$ cat config.mk
export PLATFORM = sky130hd
export DESIGN_NAME = bus_cmp_top
export DESIGN_NICKNAME = d
export VERILOG_FILES = /design/src/hdl/bus_cmp_pkg.sv /design/src/hdl/stream_tap.sv /design/src/hdl/beat_fifo.sv /design/src/hdl/beat_compare.sv /design/src/hdl/bus_cmp_top.sv
export SDC_FILE = /design/constraint.sdc
export NUM_CORES = 1
export LEC_CHECK = 0
export BUFFER_PORTS_ARGS = -buffer_cell sky130_fd_sc_hd__buf_2
export CORE_ASPECT_RATIO = 1.2
export CORE_UTILIZATION = 42
export CTS_CLUSTER_DIAMETER = 60
export CTS_CLUSTER_SIZE = 10
export DETAILED_ROUTE_END_ITERATION = 7
export HOLD_SLACK_MARGIN = 0.06
export PLACE_DENSITY = 0.67
export SLEW_MARGIN = 30
export SYNTH_ARGS = -nofsm -noshare
export SYNTH_HDL_FRONTEND = slang
export SYNTH_SLANG_ARGS = --single-unit
export TNS_END_PERCENT = 20
$ cat constraint.sdc
create_clock -name clk_i -period 3.8 [get_ports clk_i]
set_input_delay 0.38 -clock clk_i [delete_from_list [all_inputs] [get_ports clk_i]]
set_output_delay 0.38 -clock clk_i [all_outputs]
set_load 0.01 [all_outputs]
$ cat src/hdl/bus_cmp_pkg.sv
// Bus compare package
// Widths, depths and beat types shared by the stream taps, the per-ID
// beat FIFOs and the pairwise comparator
package bus_cmp_pkg;

    // ----------------------------------------------------------
    // Sizes
    // ----------------------------------------------------------
    localparam int unsigned ID_WIDTH   = 2;
    localparam int unsigned NUM_IDS    = 1 << ID_WIDTH;
    localparam int unsigned DATA_WIDTH = 32;
    localparam int unsigned FIFO_DEPTH = 4;

    // Stored beat is last, data, id from top to bottom
    localparam int unsigned BEAT_WIDTH = 1 + DATA_WIDTH + ID_WIDTH;

    // FIFO bookkeeping
    localparam int unsigned PTR_WIDTH  = $clog2(FIFO_DEPTH);
    localparam int unsigned CNT_WIDTH  = PTR_WIDTH + 1;

    // ----------------------------------------------------------
    // Types
    // ----------------------------------------------------------
    typedef logic [ID_WIDTH-1:0]   id_t;
    typedef logic [DATA_WIDTH-1:0] data_t;
    typedef logic [BEAT_WIDTH-1:0] beat_t;

    // One bit per ID, for push, full, pop and mismatch vectors
    typedef logic [NUM_IDS-1:0]    id_mask_t;

    typedef logic [PTR_WIDTH-1:0]  ptr_t;
    typedef logic [CNT_WIDTH-1:0]  cnt_t;

endpackage

$ cat src/hdl/stream_tap.sv
// Stream tap
// Passes one monitored valid/ready stream through to its downstream port
// and forks a copy of every beat into the FIFO selected by the beat's ID.
// Upstream is released only once both branches have taken the beat.
`timescale 1ns/1ns

module stream_tap
    import bus_cmp_pkg::*;
(
    input  logic     clk_i,
    input  logic     rst_ni,
    // Upstream
    input  logic     valid_i,
    input  id_t      id_i,
    input  data_t    data_i,
    input  logic     last_i,
    output logic     ready_o,
    // Downstream
    output logic     valid_o,
    output id_t      id_o,
    output data_t    data_o,
    output logic     last_o,
    input  logic     ready_i,
    // Per-ID FIFOs of this side
    output id_mask_t push_o,
    output beat_t    beat_o,
    input  id_mask_t full_i
);

    // Bit 0 is the downstream branch, bit 1 the FIFO branch
    logic [1:0] taken_q;
    logic       ds_take;
    logic       fifo_take;
    logic       ds_done;
    logic       fifo_done;

    // ----------------------------------------------------------
    // Downstream branch
    // ----------------------------------------------------------
    // Payload is a straight copy with zero latency
    assign id_o    = id_i;
    assign data_o  = data_i;
    assign last_o  = last_i;
    assign valid_o = valid_i & ~taken_q[0];
    assign ds_take = valid_o & ready_i;

    // ----------------------------------------------------------
    // FIFO branch
    // ----------------------------------------------------------
    assign beat_o    = {last_i, data_i, id_i};
    assign fifo_take = valid_i & ~taken_q[1] & ~full_i[id_i];

    // Steer the push to the FIFO of the beat's ID
    always_comb begin
        push_o       = '0;
        push_o[id_i] = fifo_take;
    end

    // ----------------------------------------------------------
    // Fork handshake
    // ----------------------------------------------------------
    // Each branch either took the beat earlier or takes it now
    assign ds_done   = taken_q[0] | ready_i;
    assign fifo_done = taken_q[1] | ~full_i[id_i];
    assign ready_o   = ds_done & fifo_done;

    always_ff @(posedge clk_i or negedge rst_ni) begin
        if (!rst_ni) begin
            taken_q <= '0;
        end else if (valid_i && ready_o) begin
            // Start fresh once the beat is fully delivered
            taken_q <= '0;
        end else begin
            taken_q <= taken_q | {fifo_take, ds_take};
        end
    end

    // Upstream keeps its beat until released
    assert property (@(posedge clk_i) disable iff (!rst_ni)
        valid_i && !ready_o |=> valid_i && $stable({id_i, data_i, last_i}))
        else $error("stream_tap: upstream beat changed before handshake");

endmodule

$ cat src/hdl/beat_fifo.sv
// Beat FIFO
// Holds the beats of one ID on one side in arrival order until the
// comparator pops them. Circular buffer that is not fall-through, so a
// pushed beat shows at the head one cycle after the push.
`timescale 1ns/1ns

module beat_fifo
    import bus_cmp_pkg::*;
(
    input  logic  clk_i,
    input  logic  rst_ni,
    // Write side
    input  logic  push_i,
    input  beat_t beat_i,
    output logic  full_o,
    // Read side
    input  logic  pop_i,
    output beat_t head_o,
    output logic  nonempty_o
);

    beat_t mem_q [FIFO_DEPTH];
    ptr_t  wr_ptr_q;
    ptr_t  rd_ptr_q;
    cnt_t  cnt_q;

    // ----------------------------------------------------------
    // Status and head
    // ----------------------------------------------------------
    assign full_o     = (cnt_q == cnt_t'(FIFO_DEPTH));
    assign nonempty_o = (cnt_q != '0);
    assign head_o     = mem_q[rd_ptr_q];

    // ----------------------------------------------------------
    // Storage
    // ----------------------------------------------------------
    always_ff @(posedge clk_i) begin
        if (push_i) begin
            mem_q[wr_ptr_q] <= beat_i;
        end
    end

    // ----------------------------------------------------------
    // Pointers and fill count
    // ----------------------------------------------------------
    always_ff @(posedge clk_i or negedge rst_ni) begin
        if (!rst_ni) begin
            wr_ptr_q <= '0;
            rd_ptr_q <= '0;
            cnt_q    <= '0;
        end else begin
            if (push_i) begin
                wr_ptr_q <= (wr_ptr_q == ptr_t'(FIFO_DEPTH - 1)) ? '0 : wr_ptr_q + 1'b1;
            end
            if (pop_i) begin
                rd_ptr_q <= (rd_ptr_q == ptr_t'(FIFO_DEPTH - 1)) ? '0 : rd_ptr_q + 1'b1;
            end
            // Simultaneous push and pop leaves the count alone
            case ({push_i, pop_i})
                2'b10:   cnt_q <= cnt_q + 1'b1;
                2'b01:   cnt_q <= cnt_q - 1'b1;
                default: cnt_q <= cnt_q;
            endcase
        end
    end

    // The tap must hold off while full, the comparator must wait for data
    assert property (@(posedge clk_i) disable iff (!rst_ni)
        push_i && full_o |-> pop_i)
        else $error("beat_fifo: push into full FIFO");

    assert property (@(posedge clk_i) disable iff (!rst_ni)
        pop_i |-> nonempty_o)
        else $error("beat_fifo: pop from empty FIFO");

endmodule

$ cat src/hdl/beat_compare.sv
// Beat comparator
// For each ID, pops the A and B FIFO heads together as soon as both are
// present and flags a mismatch in that cycle if data or last differ.
// Also derives the general mismatch and the busy flag. Purely combinational.
`timescale 1ns/1ns

module beat_compare
    import bus_cmp_pkg::*;
(
    // FIFO heads, one per ID and side
    input  beat_t    head_a_i [NUM_IDS],
    input  beat_t    head_b_i [NUM_IDS],
    input  id_mask_t nonempty_a_i,
    input  id_mask_t nonempty_b_i,
    // Shared pop for the A and B FIFO of each ID
    output id_mask_t pop_o,
    // Results
    output id_mask_t id_mismatch_o,
    output logic     mismatch_o,
    output logic     busy_o
);

    // ----------------------------------------------------------
    // Per-ID pairing
    // ----------------------------------------------------------
    for (genvar id = 0; id < NUM_IDS; id++) begin : gen_cmp
        data_t data_a;
        data_t data_b;
        logic  last_a;
        logic  last_b;
        logic  pair_valid;
        logic  differ;

        // Unpack the heads; the ID field is equal by construction
        assign data_a = head_a_i[id][ID_WIDTH +: DATA_WIDTH];
        assign data_b = head_b_i[id][ID_WIDTH +: DATA_WIDTH];
        assign last_a = head_a_i[id][BEAT_WIDTH-1];
        assign last_b = head_b_i[id][BEAT_WIDTH-1];

        // Both sides hold a beat for this ID
        assign pair_valid = nonempty_a_i[id] & nonempty_b_i[id];
        assign differ     = (data_a != data_b) | (last_a != last_b);

        assign pop_o[id]         = pair_valid;
        assign id_mismatch_o[id] = pair_valid & differ;
    end

    // ----------------------------------------------------------
    // Summary flags
    // ----------------------------------------------------------
    assign mismatch_o = |id_mismatch_o;

    // Any stored beat still waits for its partner
    assign busy_o = (|nonempty_a_i) | (|nonempty_b_i);

endmodule

$ cat src/hdl/bus_cmp_top.sv
// Bus compare top level
// Checks that two valid/ready response streams carry the same traffic.
// Each side passes through unchanged while a tap copies every beat into
// a per-ID FIFO; the comparator pairs the oldest beats of each ID.
`timescale 1ns/1ns

module bus_cmp_top
    import bus_cmp_pkg::*;
(
    input  logic     clk_i,
    input  logic     rst_ni,
    // Side A upstream
    input  logic     a_valid_i,
    input  id_t      a_id_i,
    input  data_t    a_data_i,
    input  logic     a_last_i,
    output logic     a_ready_o,
    // Side A downstream
    output logic     a_valid_o,
    output id_t      a_id_o,
    output data_t    a_data_o,
    output logic     a_last_o,
    input  logic     a_ready_i,
    // Side B upstream
    input  logic     b_valid_i,
    input  id_t      b_id_i,
    input  data_t    b_data_i,
    input  logic     b_last_i,
    output logic     b_ready_o,
    // Side B downstream
    output logic     b_valid_o,
    output id_t      b_id_o,
    output data_t    b_data_o,
    output logic     b_last_o,
    input  logic     b_ready_i,
    // Results
    output id_mask_t id_mismatch_o,
    output logic     mismatch_o,
    output logic     busy_o
);

    // Tap to FIFO
    id_mask_t push_a;
    id_mask_t push_b;
    beat_t    beat_a;
    beat_t    beat_b;
    id_mask_t full_a;
    id_mask_t full_b;

    // FIFO to comparator
    beat_t    head_a [NUM_IDS];
    beat_t    head_b [NUM_IDS];
    id_mask_t nonempty_a;
    id_mask_t nonempty_b;
    id_mask_t pop;

    // ----------------------------------------------------------
    // Side A
    // ----------------------------------------------------------
    stream_tap i_tap_a (
        .clk_i   ( clk_i     ),
        .rst_ni  ( rst_ni    ),
        .valid_i ( a_valid_i ),
        .id_i    ( a_id_i    ),
        .data_i  ( a_data_i  ),
        .last_i  ( a_last_i  ),
        .ready_o ( a_ready_o ),
        .valid_o ( a_valid_o ),
        .id_o    ( a_id_o    ),
        .data_o  ( a_data_o  ),
        .last_o  ( a_last_o  ),
        .ready_i ( a_ready_i ),
        .push_o  ( push_a    ),
        .beat_o  ( beat_a    ),
        .full_i  ( full_a    )
    );

    for (genvar id = 0; id < NUM_IDS; id++) begin : gen_fifos_a
        beat_fifo i_fifo (
            .clk_i      ( clk_i          ),
            .rst_ni     ( rst_ni         ),
            .push_i     ( push_a[id]     ),
            .beat_i     ( beat_a         ),
            .full_o     ( full_a[id]     ),
            .pop_i      ( pop[id]        ),
            .head_o     ( head_a[id]     ),
            .nonempty_o ( nonempty_a[id] )
        );
    end

    // ----------------------------------------------------------
    // Side B
    // ----------------------------------------------------------
    stream_tap i_tap_b (
        .clk_i   ( clk_i     ),
        .rst_ni  ( rst_ni    ),
        .valid_i ( b_valid_i ),
        .id_i    ( b_id_i    ),
        .data_i  ( b_data_i  ),
        .last_i  ( b_last_i  ),
        .ready_o ( b_ready_o ),
        .valid_o ( b_valid_o ),
        .id_o    ( b_id_o    ),
        .data_o  ( b_data_o  ),
        .last_o  ( b_last_o  ),
        .ready_i ( b_ready_i ),
        .push_o  ( push_b    ),
        .beat_o  ( beat_b    ),
        .full_i  ( full_b    )
    );

    for (genvar id = 0; id < NUM_IDS; id++) begin : gen_fifos_b
        beat_fifo i_fifo (
            .clk_i      ( clk_i          ),
            .rst_ni     ( rst_ni         ),
            .push_i     ( push_b[id]     ),
            .beat_i     ( beat_b         ),
            .full_o     ( full_b[id]     ),
            .pop_i      ( pop[id]        ),
            .head_o     ( head_b[id]     ),
            .nonempty_o ( nonempty_b[id] )
        );
    end

    // ----------------------------------------------------------
    // Comparison
    // ----------------------------------------------------------
    beat_compare i_compare (
        .head_a_i      ( head_a        ),
        .head_b_i      ( head_b        ),
        .nonempty_a_i  ( nonempty_a    ),
        .nonempty_b_i  ( nonempty_b    ),
        .pop_o         ( pop           ),
        .id_mismatch_o ( id_mismatch_o ),
        .mismatch_o    ( mismatch_o    ),
        .busy_o        ( busy_o        )
    );

endmodule

==> impl_metrics.csv, run 1 <==
group,metric,value,unit
logic_synthesis,synth_area_leader_cell,"edfxtp_1",
timing,setup_viol_count_final,2,
worst_setup_path,cp-end-kind,"output pin",
logic_synthesis,synth-seq-cells,1116,
route,drtPass1Iterations,7,
route,antenna_left,0,
placement,place_hpwl,77000,µm
status,status,"finished, violations left",
route,detail_route.iter0.violations,2389,
placement,place_congestion,0.884,
grt,antenna_found_initial,8,
worst_setup_path,r2r_end,"gen_fifos_a[2].i_fifo.mem_q[0][26]",
cells_and_area,multi_input_area,9550,µm²
timing,fmax,0.237,GHz
logic_synthesis,synth_cell_types,34,
grt,grt.busiest_layer,"met2",
cells_and_area,seqCellArea,33200,µm²
logic_synthesis,netlist_area,43800,µm²
logic_synthesis,synthesis.nets,2127,
worst_setup_path,max_stage_delay,630,ps
cells_and_area,layout.nets,2408,
floorplan,rows,129,
floorplan,die_h,356,µm
placement,port_buffers,155,
cts,numCtsBuffers,131,
worst_setup_path,r2r_cells,7,
timing,relSlewSlack,0.469,
worst_setup_path,worstPathBufferInverterCount,3,
logic_synthesis,synthArstFlopShare,0.0538,
cells_and_area,layout-drive-gt1-share,0.330,
cells_and_area,area_delta_synth_final,15.8,%
timing,fin_crit,4220,ps
grt,grt_max_degree,61,
cells_and_area,nFillCells,8113,
cells_and_area,final_core_util,0.492,
worst_setup_path,cp_data_arrival_time,3840,ps
route,vias,21062,
placement,pre_cts_slack,-39.2,ps
logic_synthesis,synth_top_area_frac,0.724,
floorplan,die-area,106000,µm²
pwr,power_per_cell_area,737,nW/µm²
floorplan,die_x,297,µm
placement,dpl.cell_count,3485,
timing,finalMaxSlewViolations,0,
cts,cts.path.max_buffers,3,
worst_hold_path,hold_depth,1,
worst_setup_path,timing.rr.start,"gen_fifos_a[1].i_fifo.cnt_q[2]",
pwr,p_leak,16.8,nW
worst_hold_path,hold_path_end,"gen_fifos_a[3].i_fifo.mem_q[1][27]",
worst_setup_path,reg2reg_slack,620,ps
logic_synthesis,synthTopCellsByArea,"edfxtp_1 (72%), mux4_2 (14%), dfrtp_1 (3.4%)",
worst_setup_path,cp_num_cells,9,
timing,tns,-496,ps
logic_synthesis,yosys_warnings,0,
worst_setup_path,crit_type,"register to output pin",
grt,track_usage,0.223,
timing,finalClockSkew,33.4,ps
worst_setup_path,path_max_fanout,7,
timing,rsz0062_at_grt,"true",
run,max-cap-violations,0,
cts,cts_sinks,1116,
grt,grtUsageMet1,0.286,
floorplan,core,103000,µm²
pwr,ir_drop,0.477,mV
floorplan,io_pins,156,
worst_hold_path,hold_class,"input pin to register",
worst_setup_path,crit_chain,"buf_12 -> buf_4 -> mux4_2 -> xor2_1 -> nor4_2 -> nand4_1 -> o31a_1 -> or4_4 -> buf_6",
logic_synthesis,synth_ff_type,"edfxtp_1",
cts,clk_latency,740,ps
timing,tightestPinTransition,794,ps
route,drc,0,
cells_and_area,fin_cells,3726,
grt,overflow,0,
timing,min_period_over_period,1.11,
pwr,total_power,37.4,mW
logic_synthesis,yosys-top-cells-count,"edfxtp_1 (1056), mux4_2 (265), xor2_1 (140)",
worst_hold_path,min_from,"a_data_i[25]",
floorplan,start_util,0.424,
logic_synthesis,netlist_instances,1995,
logic_synthesis,yosysSeqAreaShare,0.759,
cts,cts_tree,"yes",
timing,layout_setup_ws,-421,ps
route,wl_per_cell,31.1,µm
worst_setup_path,crit_slowest_cell,"or4_4",
worst_setup_path,cp-start-kind,"register",
route,routed_wl,116000,µm
grt,grt_pass1_wl,161000,µm
worst_setup_path,crit_required,3420,ps
status,violations,"negative setup slack",
grt,grtUsageMet3,0.0430,
logic_synthesis,yosysMostFrequentCell,"edfxtp_1",
cts,cts-root-buf,"clkbuf_16",
grt,met2_usage,0.374,
cts,clk_pin_slew,50,ps
logic_synthesis,synth_edf_count,1056,
logic_synthesis,avgSynthCellArea,21.9,µm²
cts,htree_levels,4,
grt,grt_pass1_vias,21635,
worst_setup_path,cp_top_family,"simple AND/OR/NAND/NOR gates",
route,vias_per_cell,5.65,
timing,final_hold_viol_count,0,
[layout by cell type (no fill, tap or decap), drive strengths merged]
cell,synthesis,routed
nor2b,2,2
nor2,34,34
xor2,140,140
fa,8,8
dfrtp,60,60
a21oi,6,6
nand2b,2,2
and3b,2,2
ha,48,48
or4,1,1
edfxtp,1056,1056
buf,105,275
and3,2,2
nor3,12,12
mux4,266,266
mux2i,3,3
nor4,30,30
o21ai,17,17
diode,0,1
nand4,6,6
clkinv,0,9
clkbuf,33,190
nand3,8,8
nor3b,10,10
or2,1,1
and2,34,34
dlygate4sd3,0,10
nand2,19,19
xnor2,16,16
o31a,4,4
inv,50,59
mux2,20,20
[how the worst max path moves through the flow]
stage / startpoint / end / slack (ps)
4_1_cts: gen_fifos_b[2].i_fifo.rd_ptr_q[0] / mismatch_o / -430
5_1_grt: gen_fifos_b[2].i_fifo.rd_ptr_q[0] / mismatch_o / -510
3_5_place_dp: gen_fifos_b[2].i_fifo.rd_ptr_q[0] / mismatch_o / -40
6_report: gen_fifos_a[2].i_fifo.rd_ptr_q[0] / mismatch_o / -420
3_3_place_gp: gen_fifos_b[2].i_fifo.rd_ptr_q[0] / mismatch_o / -20
2_1_floorplan: gen_fifos_a[2].i_fifo.rd_ptr_q[1] / mismatch_o / 750
[area by class of cell]
class                           instances  share of cell area
Sequential cell                      1116               0.655
Multi-Input combinational cell        691               0.188
Clock buffer                          189              0.0696
Timing Repair Buffer                  286              0.0439
Tap cell                             1375              0.0339
Clock inverter                         18             0.00508
Inverter                               50             0.00370
Antenna cell                            1           0.0000494
[registers in the layout (all words and copies together), names as in the netlist, 8 cells and up]
register,cells
gen_fifos_a.i_fifo.cnt_q,12
gen_fifos_a.i_fifo.mem_q,528
gen_fifos_a.i_fifo.rd_ptr_q,8
gen_fifos_a.i_fifo.wr_ptr_q,8
gen_fifos_b.i_fifo.cnt_q,12
gen_fifos_b.i_fifo.mem_q,528
gen_fifos_b.i_fifo.rd_ptr_q,8
gen_fifos_b.i_fifo.wr_ptr_q,8
[metrics by stage]
| step | area, µm² | hold WS [ps] |
|---|---|---|
| floorplan | 43800 | 84.4 |
| global placement | 46400 | 438 |
| detailed placement | 46400 | 452 |
| CTS | 50500 | 61.5 |
| global route | 50700 | 72.7 |
| finish | 50700 | 83.6 |
[report_power, final]
| group | internal [mW] | switching, mW |
|---|---|---|
| clock network | 6.47 | 4.76 |
| logic | 5.07 | 6.32 |
| registers | 14.3 | 0.484 |
[per-layer routing]
layer,up-vias,routed length [µm]
met5,-,0
met4,0,5100
met3,175,9900
met2,1073,58200
met1,11251,42700
li1,8563,-
[timing repair]
| action | 4_1_cts | 5_1_grt |
|---|---|---|
| setup endpoints to repair | 3 | 5 |
| cloned | 1 | 1 |
| resized for setup | 11 | 12 |
| hold buffers | 10 | 0 |
| setup buffers | 12 | 10 |
| pin swaps | 7 | 6 |
| hold endpoints to repair | 69 | 0 |
[logic make-up after synthesis]
kind of cell	Yosys count	synth area share
flops	1116	0.759
mux	289	0.143
buf+inv	188	0.0263
simple gates	163	0.0201
xor+xnor	156	0.0312
fa+ha+maj	56	0.0174
compound gates	27	0.00343
Note: power is estimated with default switching activity, not from simulation.
==> run 2, diff against run 1 <==
CELL_PAD_IN_SITES_DETAIL_PLACEMENT = 1   (was unset)
CELL_PAD_IN_SITES_GLOBAL_PLACEMENT = 1   (was unset)
GPL_TIMING_DRIVEN = 0   (was unset)
PLACE_DENSITY = 0.72   (was 0.67)
SLEW_MARGIN = unset   (was 30)
==> run 2 against run 1 <==
The flow still finishes with violations (negative setup slack). Worst setup slack better by 24 ps. Clock power about the same. Non-clock buffer count increased by 64. Clock skew shrank 13 ps. Register-to-register slack worse by 350 ps. Sequential share of layout area shrank 0.84 points. Global-route usage rose by 0.73 points. Utilization is 0.62 points higher. Clock-buffer cell count is 4 higher. Routed wire length is 3.1% higher. Critical path type unchanged.
==> impl_metrics.csv, run 2 (same netlist as run 1, synthesis figures left out) <==
group,metric,value,unit
worst_setup_path,path_max_fanout,10,
cells_and_area,nFillCells,9154,
cts,cts.path.max_buffers,3,
grt,grt_max_degree,47,
cells_and_area,layout.nets,2472,
floorplan,rows,129,
worst_setup_path,crit_path_end,"mismatch_o",
status,status,"finished, violations left",
cts,htree_levels,4,
worst_setup_path,timing.rr.start,"gen_fifos_a[2].i_fifo.cnt_q[2]",
timing,finalMaxSlewViolations,0,
route,drc,0,
timing,tns,-397,ps
cts,clk_pin_slew,50,ps
route,drtPass1Iterations,6,
route,detail_route.iter0.violations,2208,
worst_setup_path,r2r_end,"gen_fifos_a[2].i_fifo.mem_q[1][5]",
route,wl_per_cell,31.5,µm
cts,numCtsBuffers,131,
floorplan,die_x,297,µm
timing,setup_viol_count_final,1,
floorplan,io_pins,156,
grt,antenna_found_initial,11,
timing,fmax,0.238,GHz
timing,rsz0062_at_grt,"true",
worst_setup_path,cp-start-kind,"register",
timing,tightestPinTransition,1410,ps
route,antenna_left,0,
timing,finalClockSkew,20.4,ps
grt,grt_pass1_wl,166000,µm
floorplan,die-area,106000,µm²
worst_setup_path,max_stage_delay,550,ps
worst_setup_path,crit_slowest_cell,"mux4_2",
route,routed_wl,119000,µm
status,violations,"negative setup slack",
cts,cts_sinks,1116,
floorplan,core,103000,µm²
timing,fin_crit,4200,ps
worst_setup_path,reg2reg_slack,270,ps
worst_setup_path,cp_num_cells,9,
floorplan,die_h,356,µm
worst_setup_path,crit_required,3420,ps
cts,cts-root-buf,"clkbuf_16",
grt,grt_pass1_vias,22529,
cells_and_area,area_delta_synth_final,17.3,%
cells_and_area,final_core_util,0.498,
route,vias_per_cell,5.58,
cells_and_area,layout-drive-gt1-share,0.344,
pwr,power_per_cell_area,724,nW/µm²
cts,cts_tree,"yes",
cells_and_area,layout_commonest_cell,"edfxtp_1",
worst_hold_path,hold_class,"input pin to async pin",
placement,dpl.cell_count,3544,
timing,layout_setup_ws,-397,ps
pwr,ir_drop,0.546,mV
cells_and_area,seqCellArea,33200,µm²
worst_setup_path,worstPathBufferInverterCount,3,
placement,place_hpwl,74400,µm
pwr,p_leak,17.2,nW
cts,clk_latency,720,ps
grt,track_usage,0.231,
cells_and_area,reg_top3,"gen_fifos_a.i_fifo.mem_q: 528 flops, gen_fifos_b.i_fifo.mem_q: 528 flops",
cells_and_area,stdcell_area,51300,µm²
floorplan,start_util,0.424,
run,max-cap-violations,0,
worst_setup_path,crit_chain,"buf_8 -> buf_12 -> mux4_2 -> xor2_1 -> nor4_2 -> nand4_1 -> o31a_1 -> or4_4 -> buf_6",
worst_setup_path,cp_top_family,"simple AND/OR/NAND/NOR gates",
worst_setup_path,cp-end-kind,"output pin",
worst_setup_path,crit_type,"register to output pin",
timing,min_period_over_period,1.10,
timing,final_hold_viol_count,0,
cells_and_area,multi_input_area,9610,µm²
cells_and_area,fin_cells,3788,
route,vias,21121,
timing,holdWs,126,ps
worst_setup_path,critPathLaunch,"gen_fifos_b[0].i_fifo.rd_ptr_q[0]",
worst_setup_path,cp_data_arrival_time,3820,ps
placement,place_congestion,0.781,
timing,relSlewSlack,0.0549,
placement,place_area,46700,µm²
cells_and_area,layout_common_cells,"edfxtp_1 (1056), mux4_2 (265), buf_2 (153)",
placement,port_buffers,155,
grt,overflow,0,
worst_setup_path,r2r_cells,7,
run 2: cell types whose count changed in the layout (fill, tap and decap cells not counted), sizes merged:
cell	previous run	this run
buf	275	315
clkbuf	190	219
clkinv	9	2
inv	59	52
diode	1	5
clkinvlp	0	3
bufinv	0	1
dlygate4sd3	10	9
run 2: power by group:
| part | internal (mW) | total (mW) | switching [mW] |
|---|---|---|---|
| Combinational | 5.22 | 11.1 | 5.87 |
| Sequential | 14.3 | 14.8 | 0.522 |
| Clock | 6.67 | 11.3 | 4.64 |
| Total | 26.2 | 37.2 | 11.0 |
run 2: per-layer routing:
metal  GRT usage  vias to the layer above  wire [µm]
met4      0.0777                       14       3550
met1       0.295                    11483      46000
li1            -                     8682          -
met2       0.402                      764      62500
met3      0.0336                      178       7280
met5           0                        -         84
run 2: worst min path at each step:
stage / from / end / depth (start not counted)
after floorplan: rst_ni / gen_fifos_a[0].i_fifo.cnt_q[0] / 0
after global placement: gen_fifos_b[3].i_fifo.cnt_q[2] / gen_fifos_b[3].i_fifo.cnt_q[2] / 1
after detailed placement: rst_ni / gen_fifos_b[3].i_fifo.rd_ptr_q[0] / 1
after CTS: a_data_i[0] / gen_fifos_a[3].i_fifo.mem_q[0][2] / 1
after global routing: a_data_i[0] / gen_fifos_a[3].i_fifo.mem_q[0][2] / 1
final: rst_ni / gen_fifos_a[0].i_fifo.rd_ptr_q[0] / 2
run 2: layout make-up:
class                           instances  area share
Sequential cell                      1116       0.647
Multi-Input combinational cell        691       0.187
Clock buffer                          193      0.0715
Tap cell                             1375      0.0335
Timing Repair Buffer                  220      0.0310
Buffer                                130      0.0242
Inverter                               50     0.00366
Clock inverter                          8     0.00178
Antenna cell                            5    0.000244
run 2: metrics by stage:
step	power [mW]	setup slack, ps
floorplan	21.8	751
finish	37.2	-397
detailed placement	25.2	-597
global placement	24.6	-1180
CTS	37.3	-396
global route	38.5	-455
run 2: what timing repair did:
item / CTS / global route
setup buffers: 22 / 14
pin swaps: 14 / 10
gates resized for setup: 122 / 18
endpoints found under the hold margin: 64 / 0
hold buffers: 9 / 0
setup endpoints to repair: 5 / 3
gates cloned: 1 / 0
